--- config.mk ---
export PLATFORM = sky130hd
export DESIGN_NAME = im2col_offset_counter
export DESIGN_NICKNAME = d
export VERILOG_FILES = /design/src/im2col_pkg.sv /design/src/im2col_offset_counter.sv
export SDC_FILE = /design/constraint.sdc
export NUM_CORES = 1
export LEC_CHECK = 0
export BUFFER_PORTS_ARGS = -buffer_cell sky130_fd_sc_hd__buf_2
export CORE_AREA = 2 2 92 94
export CTS_CLUSTER_DIAMETER = 80
export CTS_CLUSTER_SIZE = 12
export DETAILED_ROUTE_END_ITERATION = 10
export DIE_AREA = 0 0 94 96
export GPL_TIMING_DRIVEN = 0
export PLACE_DENSITY = 0.86
export SKIP_LAST_GASP = 1
export SYNTH_ARGS = -nofsm -noshare
export SYNTH_HDL_FRONTEND = slang
export SYNTH_SLANG_ARGS = --single-unit
export TNS_END_PERCENT = 50
--- constraint.sdc ---
create_clock -name clk_i -period 10.15 [get_ports clk_i]
set_clock_uncertainty 0.2 [all_clocks]
set_input_delay 3.045 -clock clk_i [delete_from_list [all_inputs] [get_ports clk_i]]
set_output_delay 3.045 -clock clk_i [all_outputs]
set_load 0.01 [all_outputs]
--- src/im2col_pkg.sv ---
// im2col engine shared constants, DMA register map, transaction and config types
`default_nettype none

package im2col_pkg;

  localparam int unsigned CH_NUM     = 4;
  localparam int unsigned CH_IDX_W   = 2;
  localparam int unsigned FIFO_DEPTH = 4;
  localparam int unsigned FIFO_PTR_W = $clog2(FIFO_DEPTH);

  localparam logic [31:0] WORD_BYTES    = 32'd4;  // 32-bit elements only
  localparam logic [31:0] DMA_BASE_ADDR = 32'h0003_0000;
  localparam logic [31:0] DMA_CH_SIZE   = 32'h0000_0100;

  // Per-channel register offsets
  localparam logic [31:0] DMA_SRC_PTR_OFFSET        = 32'h00;
  localparam logic [31:0] DMA_DST_PTR_OFFSET        = 32'h04;
  localparam logic [31:0] DMA_SIZE_D1_OFFSET        = 32'h0C;
  localparam logic [31:0] DMA_SIZE_D2_OFFSET        = 32'h10;
  localparam logic [31:0] DMA_INC_SRC_D1_OFFSET     = 32'h18;
  localparam logic [31:0] DMA_INC_SRC_D2_OFFSET     = 32'h1C;
  localparam logic [31:0] DMA_INC_DST_D1_OFFSET     = 32'h20;
  localparam logic [31:0] DMA_INC_DST_D2_OFFSET     = 32'h24;
  localparam logic [31:0] DMA_DIMENSIONALITY_OFFSET = 32'h34;
  localparam logic [31:0] DMA_TOP_PAD_OFFSET        = 32'h3C;
  localparam logic [31:0] DMA_LEFT_PAD_OFFSET       = 32'h48;

  // Register field widths
  localparam logic [31:0] PAD_MASK    = 32'h0000_003F;
  localparam logic [31:0] INC_D1_MASK = 32'h0000_003F;
  localparam logic [31:0] INC_D2_MASK = 32'h007F_FFFF;
  localparam logic [31:0] SIZE_MASK   = 32'h0000_FFFF;

  typedef logic [CH_IDX_W-1:0] ch_idx_t;

  typedef struct packed {
    logic [31:0]       src_ptr;
    logic [31:0]       dst_ptr;
    logic [15:0]       iw;
    logic [15:0]       ih;
    logic [15:0]       n_patches_w;
    logic [15:0]       n_patches_h;
    logic [7:0]        fw;
    logic [7:0]        fh;
    logic [7:0]        num_ch;
    logic [7:0]        stride_d1;
    logic [7:0]        stride_d2;
    logic [5:0]        pad_top;
    logic [5:0]        pad_left;
    logic [CH_NUM-1:0] ch_mask;
    logic              irq_en;
  } im2col_cfg_t;

  typedef struct packed {
    logic [31:0] input_ptr;
    logic [31:0] output_ptr;
    logic [31:0] in_inc_d2;
    logic [31:0] n_zeros_top;
    logic [31:0] n_zeros_left;
    logic [31:0] size_d1;
    logic [31:0] size_d2;
  } dma_trans_t;

  typedef struct packed {
    logic        valid;
    logic [31:0] addr;
    logic [31:0] wdata;
  } dma_wr_t;

  typedef enum logic [3:0] {
    CTRL_IDLE,
    CTRL_F_MIN_OFFSET,
    CTRL_IM_COORD,
    CTRL_N_ZEROS,
    CTRL_PARAM_1,
    CTRL_PARAM_2,
    CTRL_PUSH,
    CTRL_OFFSET_STEP,
    CTRL_DRAIN,
    CTRL_DONE
  } ctrl_state_e;

  // Listed in the order the loader writes them
  typedef enum logic [3:0] {
    REG_IDLE,
    REG_DIMENSIONALITY,
    REG_TOP_PAD,
    REG_LEFT_PAD,
    REG_SRC_PTR,
    REG_DST_PTR,
    REG_INC_SRC_D1,
    REG_INC_SRC_D2,
    REG_INC_DST_D1,
    REG_INC_DST_D2,
    REG_SIZE_D2,
    REG_SIZE_D1,
    REG_POP
  } dma_reg_e;

endpackage

`default_nettype wire
--- src/im2col_offset_counter.sv ---
// Filter window walker stepping w offset, then h offset, then input channel
`default_nettype none

module im2col_offset_counter (
  input  logic                    clk_i,
  input  logic                    rst_ni,
  input  logic                    clear_i,
  input  logic                    step_i,
  input  im2col_pkg::im2col_cfg_t cfg_i,
  output logic [15:0]             w_offset_o,
  output logic [15:0]             h_offset_o,
  output logic [15:0]             im_c_o,
  output logic                    last_o
);

  logic w_wrap;
  logic h_wrap;

  assign w_wrap = (w_offset_o == 16'(cfg_i.fw) - 16'd1);
  assign h_wrap = (h_offset_o == 16'(cfg_i.fh) - 16'd1);
  assign last_o = w_wrap && h_wrap && (im_c_o == 16'(cfg_i.num_ch) - 16'd1);

  always_ff @(posedge clk_i or negedge rst_ni) begin
    if (!rst_ni) begin
      w_offset_o <= '0;
      h_offset_o <= '0;
      im_c_o     <= '0;
    end else if (clear_i) begin
      w_offset_o <= '0;
      h_offset_o <= '0;
      im_c_o     <= '0;
    end else if (step_i) begin
      w_offset_o <= w_wrap ? '0 : w_offset_o + 16'd1;  // Fastest index
      if (w_wrap) begin
        h_offset_o <= h_wrap ? '0 : h_offset_o + 16'd1;
        if (h_wrap) begin
          im_c_o <= im_c_o + 16'd1;  // Next input channel
        end
      end
    end
  end

endmodule

`default_nettype wire

; Yosys cells after proc, flatten, opt, wreduce, memory -nomap -nowiden
; Index checks and enable logic that the tools add are counted.
[totals]
out_inout_bits = 49
elab_cells = 30
regBits = 48
[op_classes]
n_addsub = 6
n_reduce_logical = 7
muxes = 11
eq_ne = 3
[ops]
columns = cell, n
row1 = $mux 16, 11
row2 = $add 16x1->16 const B, 3
row3 = $eq 16x16->1, 3
row4 = $sub 8x1->9 const B, 3
row5 = $reduce_bool 2->1, 3
row6 = $reduce_and 3->1, 1
row7 = $logic_and 1x1->1, 2
row8 = $reduce_and 2->1, 1

; Depth between registers and ports, before layout
; Gate-level depths: netlist of the first run.
[logic_depth]
ltp_word = 6
mapped_depth = 12
depth_no_buf = 9

; Least setup slack after synthesis of the first run
; OpenSTA, ideal clock, no wires.
[synth_path]
path_kind = input to output
from = input port cfg_i[49] (netlist name)
to = output port last_o
t_required_ns = 6.905
t_arrival_ns = 5.680
path_slack_ns = 1.225
stages = 9
n_path_buf = 1
path_cell_list = inv_1 -> ha_1 -> or4b_4 -> or4_4 -> a2111oi_4 -> o211ai_4 -> or2_2 -> clkbuf_1 -> nor4_1
[synth_via]
elab_chain_len = 4
[synth_lines]
columns = element, line_no
row1 = start: declaration, im2col_offset_counter.sv:9  ; input im2col_pkg::im2col_cfg_t cfg_i,
row2 = $sub 8x1->9, im2col_offset_counter.sv:19  ; assign w_wrap = (w_offset_o == 16'(cfg_i.fw) - 16'd1);
row3 = $eq 16x16->1, im2col_offset_counter.sv:19
row4 = $logic_and 1x1->1 (2 in a row), im2col_offset_counter.sv:21  ; assign last_o = w_wrap && h_wrap && (im_c_o == 16'(cfg_i.num_ch) - 16'd1);
row5 = end: declaration, im2col_offset_counter.sv:13  ; output logic last_o
; No other way between the ends.

; Worst setup path in the final report of the first run
[layout_path]
from = input port cfg_i[41] (netlist name)
to = output port last_o
[layout_via]
elab_chain_len = 4
[layout_lines]
columns = element, line_no
row1 = $sub 8x1->9, im2col_offset_counter.sv:20  ; assign h_wrap = (h_offset_o == 16'(cfg_i.fh) - 16'd1);
row2 = $eq 16x16->1, im2col_offset_counter.sv:20
row3 = $logic_and 1x1->1 (2 in a row), im2col_offset_counter.sv:21
; No other way between the ends.

==> results of run 1 <==
[layout make-up]
type	instances	area, sq um	area share
timing repair buffer	76	380	0.0897
inverter	22	82.6	0.0195
clock inverter	1	8.76	0.00207
sequential	48	1200	0.283
buffer	22	106	0.0251
clock buffer	7	76.3	0.0180
multi-input combinational	343	2250	0.531
tap	105	131	0.0310
[worst min-delay path, cell delays in order, from the launching register on]
cell and delay (ns):
dfrtp_1 0.45, nand2_1 0.09, a21oi_1 0.05
[path summary, 6_finish.rpt]
| check | startpoint | end | depth (start not counted) |
|---|---|---|---|
| worst min register to register | h_offset_o[1] | h_offset_o[1] | 2 |
| worst max register to register | h_offset_o[11] | im_c_o[1] | 8 |
| max in group asynchronous | rst_ni | w_offset_o[15] | 1 |
| worst max-delay path | cfg_i[41] | last_o | 11 |
| min in group asynchronous | rst_ni | h_offset_o[6] | 1 |
| worst min-delay path | h_offset_o[1] | h_offset_o[1] | 2 |
[metrics by stage]
stage	worst slack [ns]	hold WS (ns)	cells	util	area, sq um
6_report	0.581	0.426	624	0.526	4240
5_1_grt	0.355	0.449	624	0.526	4240
4_1_cts	0.581	0.426	624	0.526	4240
3_5_place_dp	0.581	0.412	616	0.516	4150
3_3_place_gp	0.599	0.390	616	0.516	4150
2_1_floorplan	1.23	0.404	435	-	3640
[registers in the layout, summed over array words and instances (netlist names)]
| name | flops |
|---|---|
| h_offset_o | 16 |
| im_c_o | 16 |
| w_offset_o | 16 |
[per-layer routing]
| metal | share of wire | global-route usage | routed length [microns] | up-vias |
|---|---|---|---|---|
| li1 | - | - | - | 1798 |
| met1 | 0.42 | 0.316 | 4660 | 1885 |
| met2 | 0.47 | 0.415 | 5150 | 176 |
| met3 | 0.095 | 0.0744 | 1050 | 28 |
| met4 | 0.018 | 0.0857 | 198 | 2 |
| met5 | 0.00099 | 0 | 11 | - |
[cell usage after synthesis, types with 2 or more instances]
cell       n  area, sq um
nor2b_1    9         56.3
a22oi_1    2         15.0
nand2_1   31          116
a31o_2     4         35.0
nand3b_1   3         22.5
o21ai_0   13         65.1
clkbuf_1  18         67.6
buf_6      3         33.8
nand2b_1   6         37.5
or4_1     19          143
nor3b_1    3         22.5
or4b_1     2         20.0
mux2i_1    4         40.0
and3_1     8         50.1
o21a_1     4         30.0
nand4_1   11         68.8
nor2_1    27          101
o31ai_1   10         75.1
nand3_1   24          120
a211oi_1   3         22.5
nor3_1    21          105
dfrtp_1   48         1200
nor4_1    14         87.6
a21oi_1   24          120
ha_1       6         75.1
xnor2_1   17          149
or4b_2     2         20.0
a41oi_1    2         17.5
mux2_2     7         78.8
inv_1     22         82.6
a31oi_1    7         43.8
o41ai_1    3         26.3
o211ai_1   3         22.5
xor2_1    14          123
or3_1     11         68.8
o22ai_1    2         12.5
o32ai_1    3         26.3
or2_2      5         31.3
[report_power, final]
part	switching [W]	internal, W	leakage, nW
Clock	0.0000672	0.0000494	0.0424
Sequential	0.00000109	0.000192	0.670
Combinational	0.0000291	0.0000168	1.07
Total	0.0000974	0.000258	1.78
[logic make-up after synthesis]
group                    after synthesis  share of synthesized area
flip-flops                            48                      0.330
multiplexers                          11                     0.0326
XOR/XNOR                              31                     0.0745
AO/OA/AOI/OAI                         88                      0.168
AND/OR/NAND/NOR                      207                      0.323
adder cells (fa/ha/maj)                6                     0.0206
buffers and inverters                 44                     0.0519
==> impl_metrics.json, run 1 <==
{
  "cts_root_buffer": "clkbuf_8",
  "syn_to_final_growth_pct": 16.4,
  "num_vias": 3889,
  "hold_path.class": "flip-flop to flip-flop",
  "post-route-period-util": 0.943,
  "gr-total-overflow": 0,
  "layout.nets": 713,
  "gp_congestion": 0.931,
  "layout-drive-gt1-share": 0.212,
  "async_flop_share": 1.00,
  "synth-seq-cells": 48,
  "wire_per_inst_microns": 17.8,
  "cp_max_fo": 10,
  "rows": 33,
  "period_needed_ns": 9.57,
  "start_util": 0.452,
  "die-area_sq_um": 9020,
  "ios": 238,
  "r2r_slack_ns": 6.87,
  "antenna_found_initial": 1,
  "synth_area_per_cell_sq_um": 8.37,
  "syn_inst": 435,
  "fill_cells": 777,
  "totalPowerFinal_w": 0.000355,
  "clock_latency_ns": 0.31,
  "routed_via_density": 6.23,
  "synth-edff-count": 0,
  "mappedNetlistArea_sq_um": 3640,
  "ys_warn_count": 0,
  "hold_viol": 0,
  "rsz0062_at_grt": "no",
  "io_buffers": 76,
  "antennaDiodeCount": 0,
  "core-area_sq_um": 8050,
  "postCtsResizedCells": 0,
  "post_cts_buffers": 0,
  "track_usage": 0.252,
  "cts_buffers": 5,
  "max_clock_freq_mhz": 105,
  "grt_pass1_wl_mm": 18.0,
  "ys_seq_area_frac": 0.330,
  "critPathTopFamily": "simple AND/OR/NAND/NOR gates",
  "grt_pass1_vias": 3707,
  "crit_buf_inv": 5,
  "clk_pin_slew_ns": 0.09,
  "finalSetupViolCount": 0,
  "critPathMaxStageDelay_ns": 0.63,
  "clockBufferDepth": 2,
  "criticalPathCategory": "primary input to output port",
  "die_w_microns": 94,
  "slowest_stage": "or4b_2",
  "crit_arrival_ns": 6.32,
  "hold_buffers": 0,
  "total_leakage_power_nw": 1.78,
  "ys_types": 58,
  "crit_chain": "buf_2, inv_1, ha_1, or4b_2, nor4_1, mux2i_1, o2111ai_1, clkbuf_1, clkbuf_1, nor4_1, buf_2",
  "ir_drop_uv": 41.3,
  "htree_levels": 2,
  "finalSetupTns_ns": 0,
  "drtPass1Iterations": 5,
  "relSlewSlack": 0.282,
  "cp.required_ns": 6.91,
  "powerDensity_nw_per_um2": 83.8,
  "die_h_microns": 96,
  "worst_slew_pin_slew_ns": 1.08,
  "wl_mm": 11.1,
  "endpoint_kind": "output port",
  "outcome": "completed",
  "dp.final_hpwl_mm": 8.48,
  "drc": 0,
  "synth_nets": 630,
  "drt_iter0_markers": 402,
  "drv_slew": 0,
  "ant_nets": 0,
  "clock-sinks": 48,
  "grt_max_degree": 49,
  "layout_commonest_cell": "buf_2",
  "mostFrequentLayoutCells": "buf_2 (77), dfrtp_1 (48), nand2_1 (31)",
  "tritoncts": "done",
  "start_kind": "primary input",
  "ys.flop_type": "dfrtp_1",
  "max-cap-violations": 0
}
Note: power is estimated with default switching activity, not from simulation.
==> inputs of run 2 (changes only) <==
ABC_AREA = 1   (was default)
CORE_AREA = default   (was 2 2 92 94)
CORE_UTILIZATION = 46   (was default)
DIE_AREA = default   (was 0 0 94 96)
PLACE_DENSITY = 0.83   (was 0.86)
TNS_END_PERCENT = default   (was 50)
clock period = 9.9 ns   (was 10.15 ns; I/O delays follow)
==> run 2 against run 1 <==
  * The run now ends with DRC left
  * Via count is 13% higher
  * Final area rose by 15%
  * Global-route usage is 1.3 points lower
  * Sequential power grew 12%
  * First-iteration DRC count fell by 24%
==> impl_metrics.json, run 2 <==
{
  "start_util": 0.483,
  "synth-seq-cells": 48,
  "cts_buffers": 5,
  "dp_slack_ns": 1.95,
  "die_w_microns": 98.4,
  "worst_slew_pin_slew_ns": 1.09,
  "dp.cells": 841,
  "criticalPathCategory": "primary input to output port",
  "hold_viol": 0,
  "synth.largest_area_cell": "dfrtp_1",
  "gr-total-overflow": 0,
  "drc": 2,
  "drt_iter0_markers": 305,
  "ios": 238,
  "synthTopCellsByCount": "nand2_1 (176), inv_1 (84), nor2_1 (84)",
  "min_to": "im_c_o[10]",
  "gp_congestion": 0.985,
  "rsz0062_at_grt": "no",
  "layout.nets": 935,
  "slowest_stage": "ha_1",
  "grt_pass1_vias": 3842,
  "track_usage": 0.239,
  "ys.flop_type": "dfrtp_1",
  "crit_chain": "buf_2, inv_1, ha_1, buf_4, nand2_2, nor2_2, nand3_2, nand2_1, nand2_1, nor2_4, nand3_4, inv_1, nand2_1, nor2_1, buf_2",
  "cp_max_fo": 9,
  "critPathMaxStageDelay_ns": 0.17,
  "async_flop_share": 1.00,
  "drtPass1Iterations": 10,
  "dp.final_hpwl_mm": 8.85,
  "synth_nets": 852,
  "routed_via_density": 5.19,
  "holdPathStages": 2,
  "rows": 34,
  "ir_drop_uv": 60.0,
  "reg2reg_to": "im_c_o[13]",
  "die-area_sq_um": 9680,
  "mappedNetlistArea_sq_um": 4270,
  "cp.required_ns": 6.73,
  "ant_nets": 0,
  "r2r_cells": 13,
  "ys_seq_area_frac": 0.281,
  "synth-edff-count": 0,
  "timing.rr.start": "h_offset_o[9]",
  "crit_arrival_ns": 4.83,
  "power.share.clock": 0.302,
  "power_frac_seq": 0.469,
  "clockBufferDepth": 2,
  "reg.largest.list": "h_offset_o: 16 flops, im_c_o: 16 flops, w_offset_o: 16 flops",
  "ys_types": 39,
  "wire_per_inst_microns": 13.4,
  "die_h_microns": 98.4,
  "final_area_sq_um": 4890,
  "total_leakage_power_nw": 2.57,
  "internal-power_w": 0.000316,
  "p_switching_w": 0.000147,
  "hold_start": "im_c_o[10]",
  "finalSetupTns_ns": 0,
  "num_vias": 4395,
  "cp_common_cell": "nand2_1",
  "hold_buffers": 0,
  "period_needed_ns": 8.00,
  "endpoint_kind": "output port",
  "synth_top_area_share": 0.281,
  "grt_pass1_wl_mm": 18.5,
  "io_buffers": 76,
  "relSlewSlack": 0.270,
  "finish.utilization": 0.552,
  "clk_pin_slew_ns": 0.09,
  "core-area_sq_um": 8850,
  "synth_area_leaders": "dfrtp_1 (28%), nand2_1 (15%), nand3_1 (8.0%)",
  "max_clock_freq_mhz": 125,
  "powerDensity_nw_per_um2": 94.8,
  "combPwrFrac": 0.230,
  "critPathTopFamily": "simple AND/OR/NAND/NOR gates",
  "r2r_slack_ns": 7.72,
  "clock-sinks": 48,
  "syn_inst": 657,
  "grt_max_degree": 49,
  "start_kind": "primary input",
  "outcome": "finished with violations",
  "ys_warn_count": 0,
  "antennaDiodeCount": 0,
  "violations": "DRC",
  "post-route-period-util": 0.808,
  "wl_mm": 11.3,
  "postCtsResizedCells": 0,
  "hold_path.class": "flip-flop to flip-flop",
  "syn_to_final_growth_pct": 14.4,
  "htree_levels": 2,
  "mostFrequentLayoutCells": "nand2_1 (176), inv_1 (84), nor2_1 (84), buf_2 (84), nand3_1 (68)",
  "drv_slew": 0,
  "final_cells": 847,
  "dpl_cell_area_sq_um": 4790,
  "crit_buf_inv": 5,
  "clock_latency_ns": 0.31,
  "synth_most_common_cell": "nand2_1",
  "layout_commonest_cell": "nand2_1",
  "layout-drive-gt1-share": 0.212,
  "synth_area_per_cell_sq_um": 6.51,
  "swShare": 0.318,
  "finalSetupViolCount": 0,
  "antenna_found_initial": 0,
  "post_cts_buffers": 0,
  "max-cap-violations": 0,
  "cts_root_buffer": "clkbuf_8",
  "worst_slack_ns": 1.90,
  "tritoncts": "done"
}
-- run 2: cell count changes in the layout (fill, tap and decap cells not counted), moves of 14 or more --
| cell | before | now |
|---|---|---|
| a21oi_1 | 24 | 6 |
| or4_1 | 19 | 0 |
| nand2_1 | 31 | 176 |
| nand2_2 | 0 | 14 |
| nand4_1 | 11 | 30 |
| nand3_1 | 24 | 68 |
| nor2_1 | 27 | 84 |
| o21ai_2 | 0 | 16 |
| inv_1 | 22 | 84 |
| clkbuf_1 | 20 | 3 |
-- run 2: how the worst max path moves through the flow --
stage                   to      start  cells after the start
floorplan           last_o  cfg_i[41]                     13
global placement    last_o  cfg_i[41]                     15
detailed placement  last_o  cfg_i[41]                     15
CTS                 last_o  cfg_i[41]                     15
global route        last_o  cfg_i[41]                     15
finish              last_o  cfg_i[41]                     15
-- run 2: final cells by class --
type,count,area [sq um]
fillers,885,3960
multi-input cells,502,2630
flip-flops and latches,48,1200
repair buffers,76,380
inverters,89,334
well taps,108,135
plain buffers,18,113
clock buffers,5,68.8
clock inverters,1,30.0
-- run 2: power groups by stage --
stage               Sequential [W]  Clock (W)  Combinational (W)
finish                    0.000217   0.000140           0.000106
global route              0.000219   0.000151           0.000120
global placement          0.000220          0           0.000105
detailed placement        0.000221          0           0.000107
CTS                       0.000217   0.000142           0.000107
floorplan                 0.000221          0          0.0000665
-- run 2: routing by layer --
metal | up-vias | part of all wire | global-route usage
li1 | 2260 | - | -
met1 | 1976 | 0.45 | 0.332
met2 | 149 | 0.44 | 0.365
met3 | 10 | 0.11 | 0.0766
met4 | 0 | 0.0072 | 0.0448
met5 | - | 0 | 0
-- run 2: logic make-up (layout without fill, tap and decap cells) --
family	count (synthesis)	after routing	share of synthesized area
compound gates	40	40	0.0638
simple gates	421	421	0.461
xor+xnor	35	35	0.0717
fa+ha+maj	6	6	0.0176
buf+inv	107	189	0.105
flops	48	48	0.281
-- run 2: worst reg2reg max path: stages (launching register included) --
cell and delay (ns):
dfrtp_1 0.35, buf_2 0.18, nand2_1 0.12, nor2_1 0.13, nand2_1 0.07, nand2_1 0.10
nand3_2 0.10, nor2_4 0.13, nand3_4 0.11, nand2_4 0.11, nand3_4 0.15, buf_6 0.20
nand2_2 0.07, o21ai_2 0.05
-- run 2: stage by stage --
step | power [W] | hold slack [ns]
after floorplan | 0.000288 | 0.358
after CTS | 0.000466 | 0.373
final | 0.000463 | 0.381
after detailed placement | 0.000328 | 0.352
after global routing | 0.000490 | 0.417
after global placement | 0.000325 | 0.345
==> inputs of run 3 (changes only) <==
CORE_UTILIZATION = 41   (was 46)
PLACE_DENSITY = 0.78   (was 0.83)
clock period = 6.6 ns   (was 9.9 ns; I/O delays follow)
==> run 3 against run 2 <==
  * The run now ends clean
  * Clock-buffer cell count unchanged
  * Critical path depth stayed put
  * Non-clock buffer count unchanged
  * Final cell count increased by 3.2%
  * Highest routed layer unchanged
  * Sequential share of layout area down 0.35 points
  * Setup slack worse by 1.3 ns
  * Largest cell class unchanged
  * Largest power group unchanged
  * Die area increased by 12%
==> impl_metrics.json, run 3 (synthesis results as in run 2) <==
{
  "outcome": "completed",
  "p_switching_w": 0.000230,
  "holdPathStages": 2,
  "start_kind": "primary input",
  "die-area_sq_um": 10800,
  "core-area_sq_um": 9950,
  "layout.nets": 935,
  "r2r_cells": 13,
  "crit_chain": "buf_2, inv_1, ha_1, buf_4, nand2_2, nor2_2, nand3_2, nand2_1, nand2_1, nor2_4, nand3_4, inv_1, nand2_1, nor2_1, buf_2",
  "combPwrFrac": 0.216,
  "finalSetupViolCount": 0,
  "htree_levels": 2,
  "rsz0062_at_grt": "no",
  "grt_max_degree": 49,
  "total_leakage_power_nw": 2.59,
  "ant_nets": 0,
  "mostFrequentLayoutCells": "nand2_1 (176), inv_1 (84), nor2_1 (84), buf_2 (84), nand3_1 (68)",
  "grt_pass1_wl_mm": 19.3,
  "slowest_stage": "buf_4",
  "clock-sinks": 48,
  "start_util": 0.429,
  "layout-drive-gt1-share": 0.215,
  "clockBufferDepth": 2,
  "drt_iter0_markers": 271,
  "ios": 238,
  "track_usage": 0.216,
  "period_needed_ns": 5.97,
  "worst_slew_pin_slew_ns": 1.09,
  "antennaDiodeCount": 0,
  "power_frac_seq": 0.435,
  "relSlewSlack": 0.273,
  "cts_root_buffer": "clkbuf_8",
  "reg.largest.list": "h_offset_o: 16 flops, im_c_o: 16 flops, w_offset_o: 16 flops",
  "layout_commonest_cell": "nand2_1",
  "totalPowerFinal_w": 0.000747,
  "post_cts_buffers": 0,
  "routed_via_density": 4.97,
  "path_depth": 15,
  "antenna_found_initial": 0,
  "hold_viol": 0,
  "wire_per_inst_microns": 13.0,
  "cp_common_cell": "nand2_1",
  "crit_arrival_ns": 3.79,
  "clock_latency_ns": 0.31,
  "max-cap-violations": 0,
  "finalSetupTns_ns": 0,
  "postCtsResizedCells": 0,
  "critPathMaxStageDelay_ns": 0.17,
  "hold_path.class": "flip-flop to flip-flop",
  "drtPass1Iterations": 4,
  "endpoint_kind": "output port",
  "critPathTopFamily": "simple AND/OR/NAND/NOR gates",
  "max_clock_freq_mhz": 167,
  "wl_mm": 11.4,
  "internal-power_w": 0.000517,
  "cp_max_fo": 9,
  "tritoncts": "done",
  "syn_to_final_growth_pct": 16.0,
  "hold_buffers": 0,
  "gr-total-overflow": 0,
  "io_buffers": 76,
  "gp_congestion": 0.930,
  "drv_slew": 0,
  "grt_pass1_vias": 3937,
  "cts_buffers": 5,
  "worst_slack_ns": 0.628,
  "power.share.clock": 0.349,
  "clk_pin_slew_ns": 0.09,
  "ir_drop_uv": 118,
  "criticalPathCategory": "primary input to output port",
  "die_w_microns": 104,
  "post-route-period-util": 0.905,
  "whs_ns": 0.358,
  "drc": 0,
  "crit_buf_inv": 5,
  "cp.required_ns": 4.42,
  "die_h_microns": 104,
  "swShare": 0.308,
  "dp.final_hpwl_mm": 9.06,
  "rows": 36,
  "powerDensity_nw_per_um2": 151,
  "num_vias": 4342,
  "dp_slack_ns": 0.643
}
[run 3: cell count changes in the layout (fill, tap and decap cells not counted), sizes merged]
cell    before  now
bufinv       1    2
inv         87   88
[run 3: final cells by class]
class	count	area (sq um)
clock buffers	5	68.8
clock inverters	3	68.8
repair buffers	76	380
inverters	89	334
fillers	1035	5000
plain buffers	18	113
flip-flops and latches	48	1200
multi-input cells	502	2630
well taps	133	166
[run 3: worst paths after layout]
check	start	end	slack, ns
setup / recovery	cfg_i[41]	last_o	0.63
hold / removal	im_c_o[10]	im_c_o[10]	0.36
setup reg to reg	h_offset_o[9]	im_c_o[7]	4.46
hold reg to reg	im_c_o[10]	im_c_o[10]	0.36
max in group asynchronous	rst_ni	im_c_o[7]	3.86
min in group asynchronous	rst_ni	h_offset_o[15]	1.66
[run 3: through the flow]
| stage | area, sq um | utilization | instances |
|---|---|---|---|
| floorplan | 4270 | - | 657 |
| global placement | 4820 | 0.484 | 866 |
| detailed placement | 4820 | 0.484 | 866 |
| CTS | 4960 | 0.498 | 874 |
| global route | 4960 | 0.498 | 874 |
| finish | 4960 | 0.498 | 874 |
[run 3: worst min-delay path, cell delays in order, from the launching register on]
cell	delay, ns
dfrtp_1	0.41
nand2_2	0.07
o21ai_2	0.05
[run 3: power groups by stage]
stage	clock network [W]	logic [W]	registers (W)
floorplan	0	0.0000997	0.000332
global placement	0	0.000159	0.000331
detailed placement	0	0.000161	0.000331
CTS	0.000266	0.000162	0.000325
global route	0.000278	0.000185	0.000328
finish	0.000260	0.000162	0.000325
[run 3: layer usage]
metal,global-route usage,vias up,routed length [microns]
met5,0,-,0
met4,0.0327,0,65
met3,0.0658,8,1010
met2,0.319,110,4680
met1,0.313,1971,5600
li1,-,2253,-
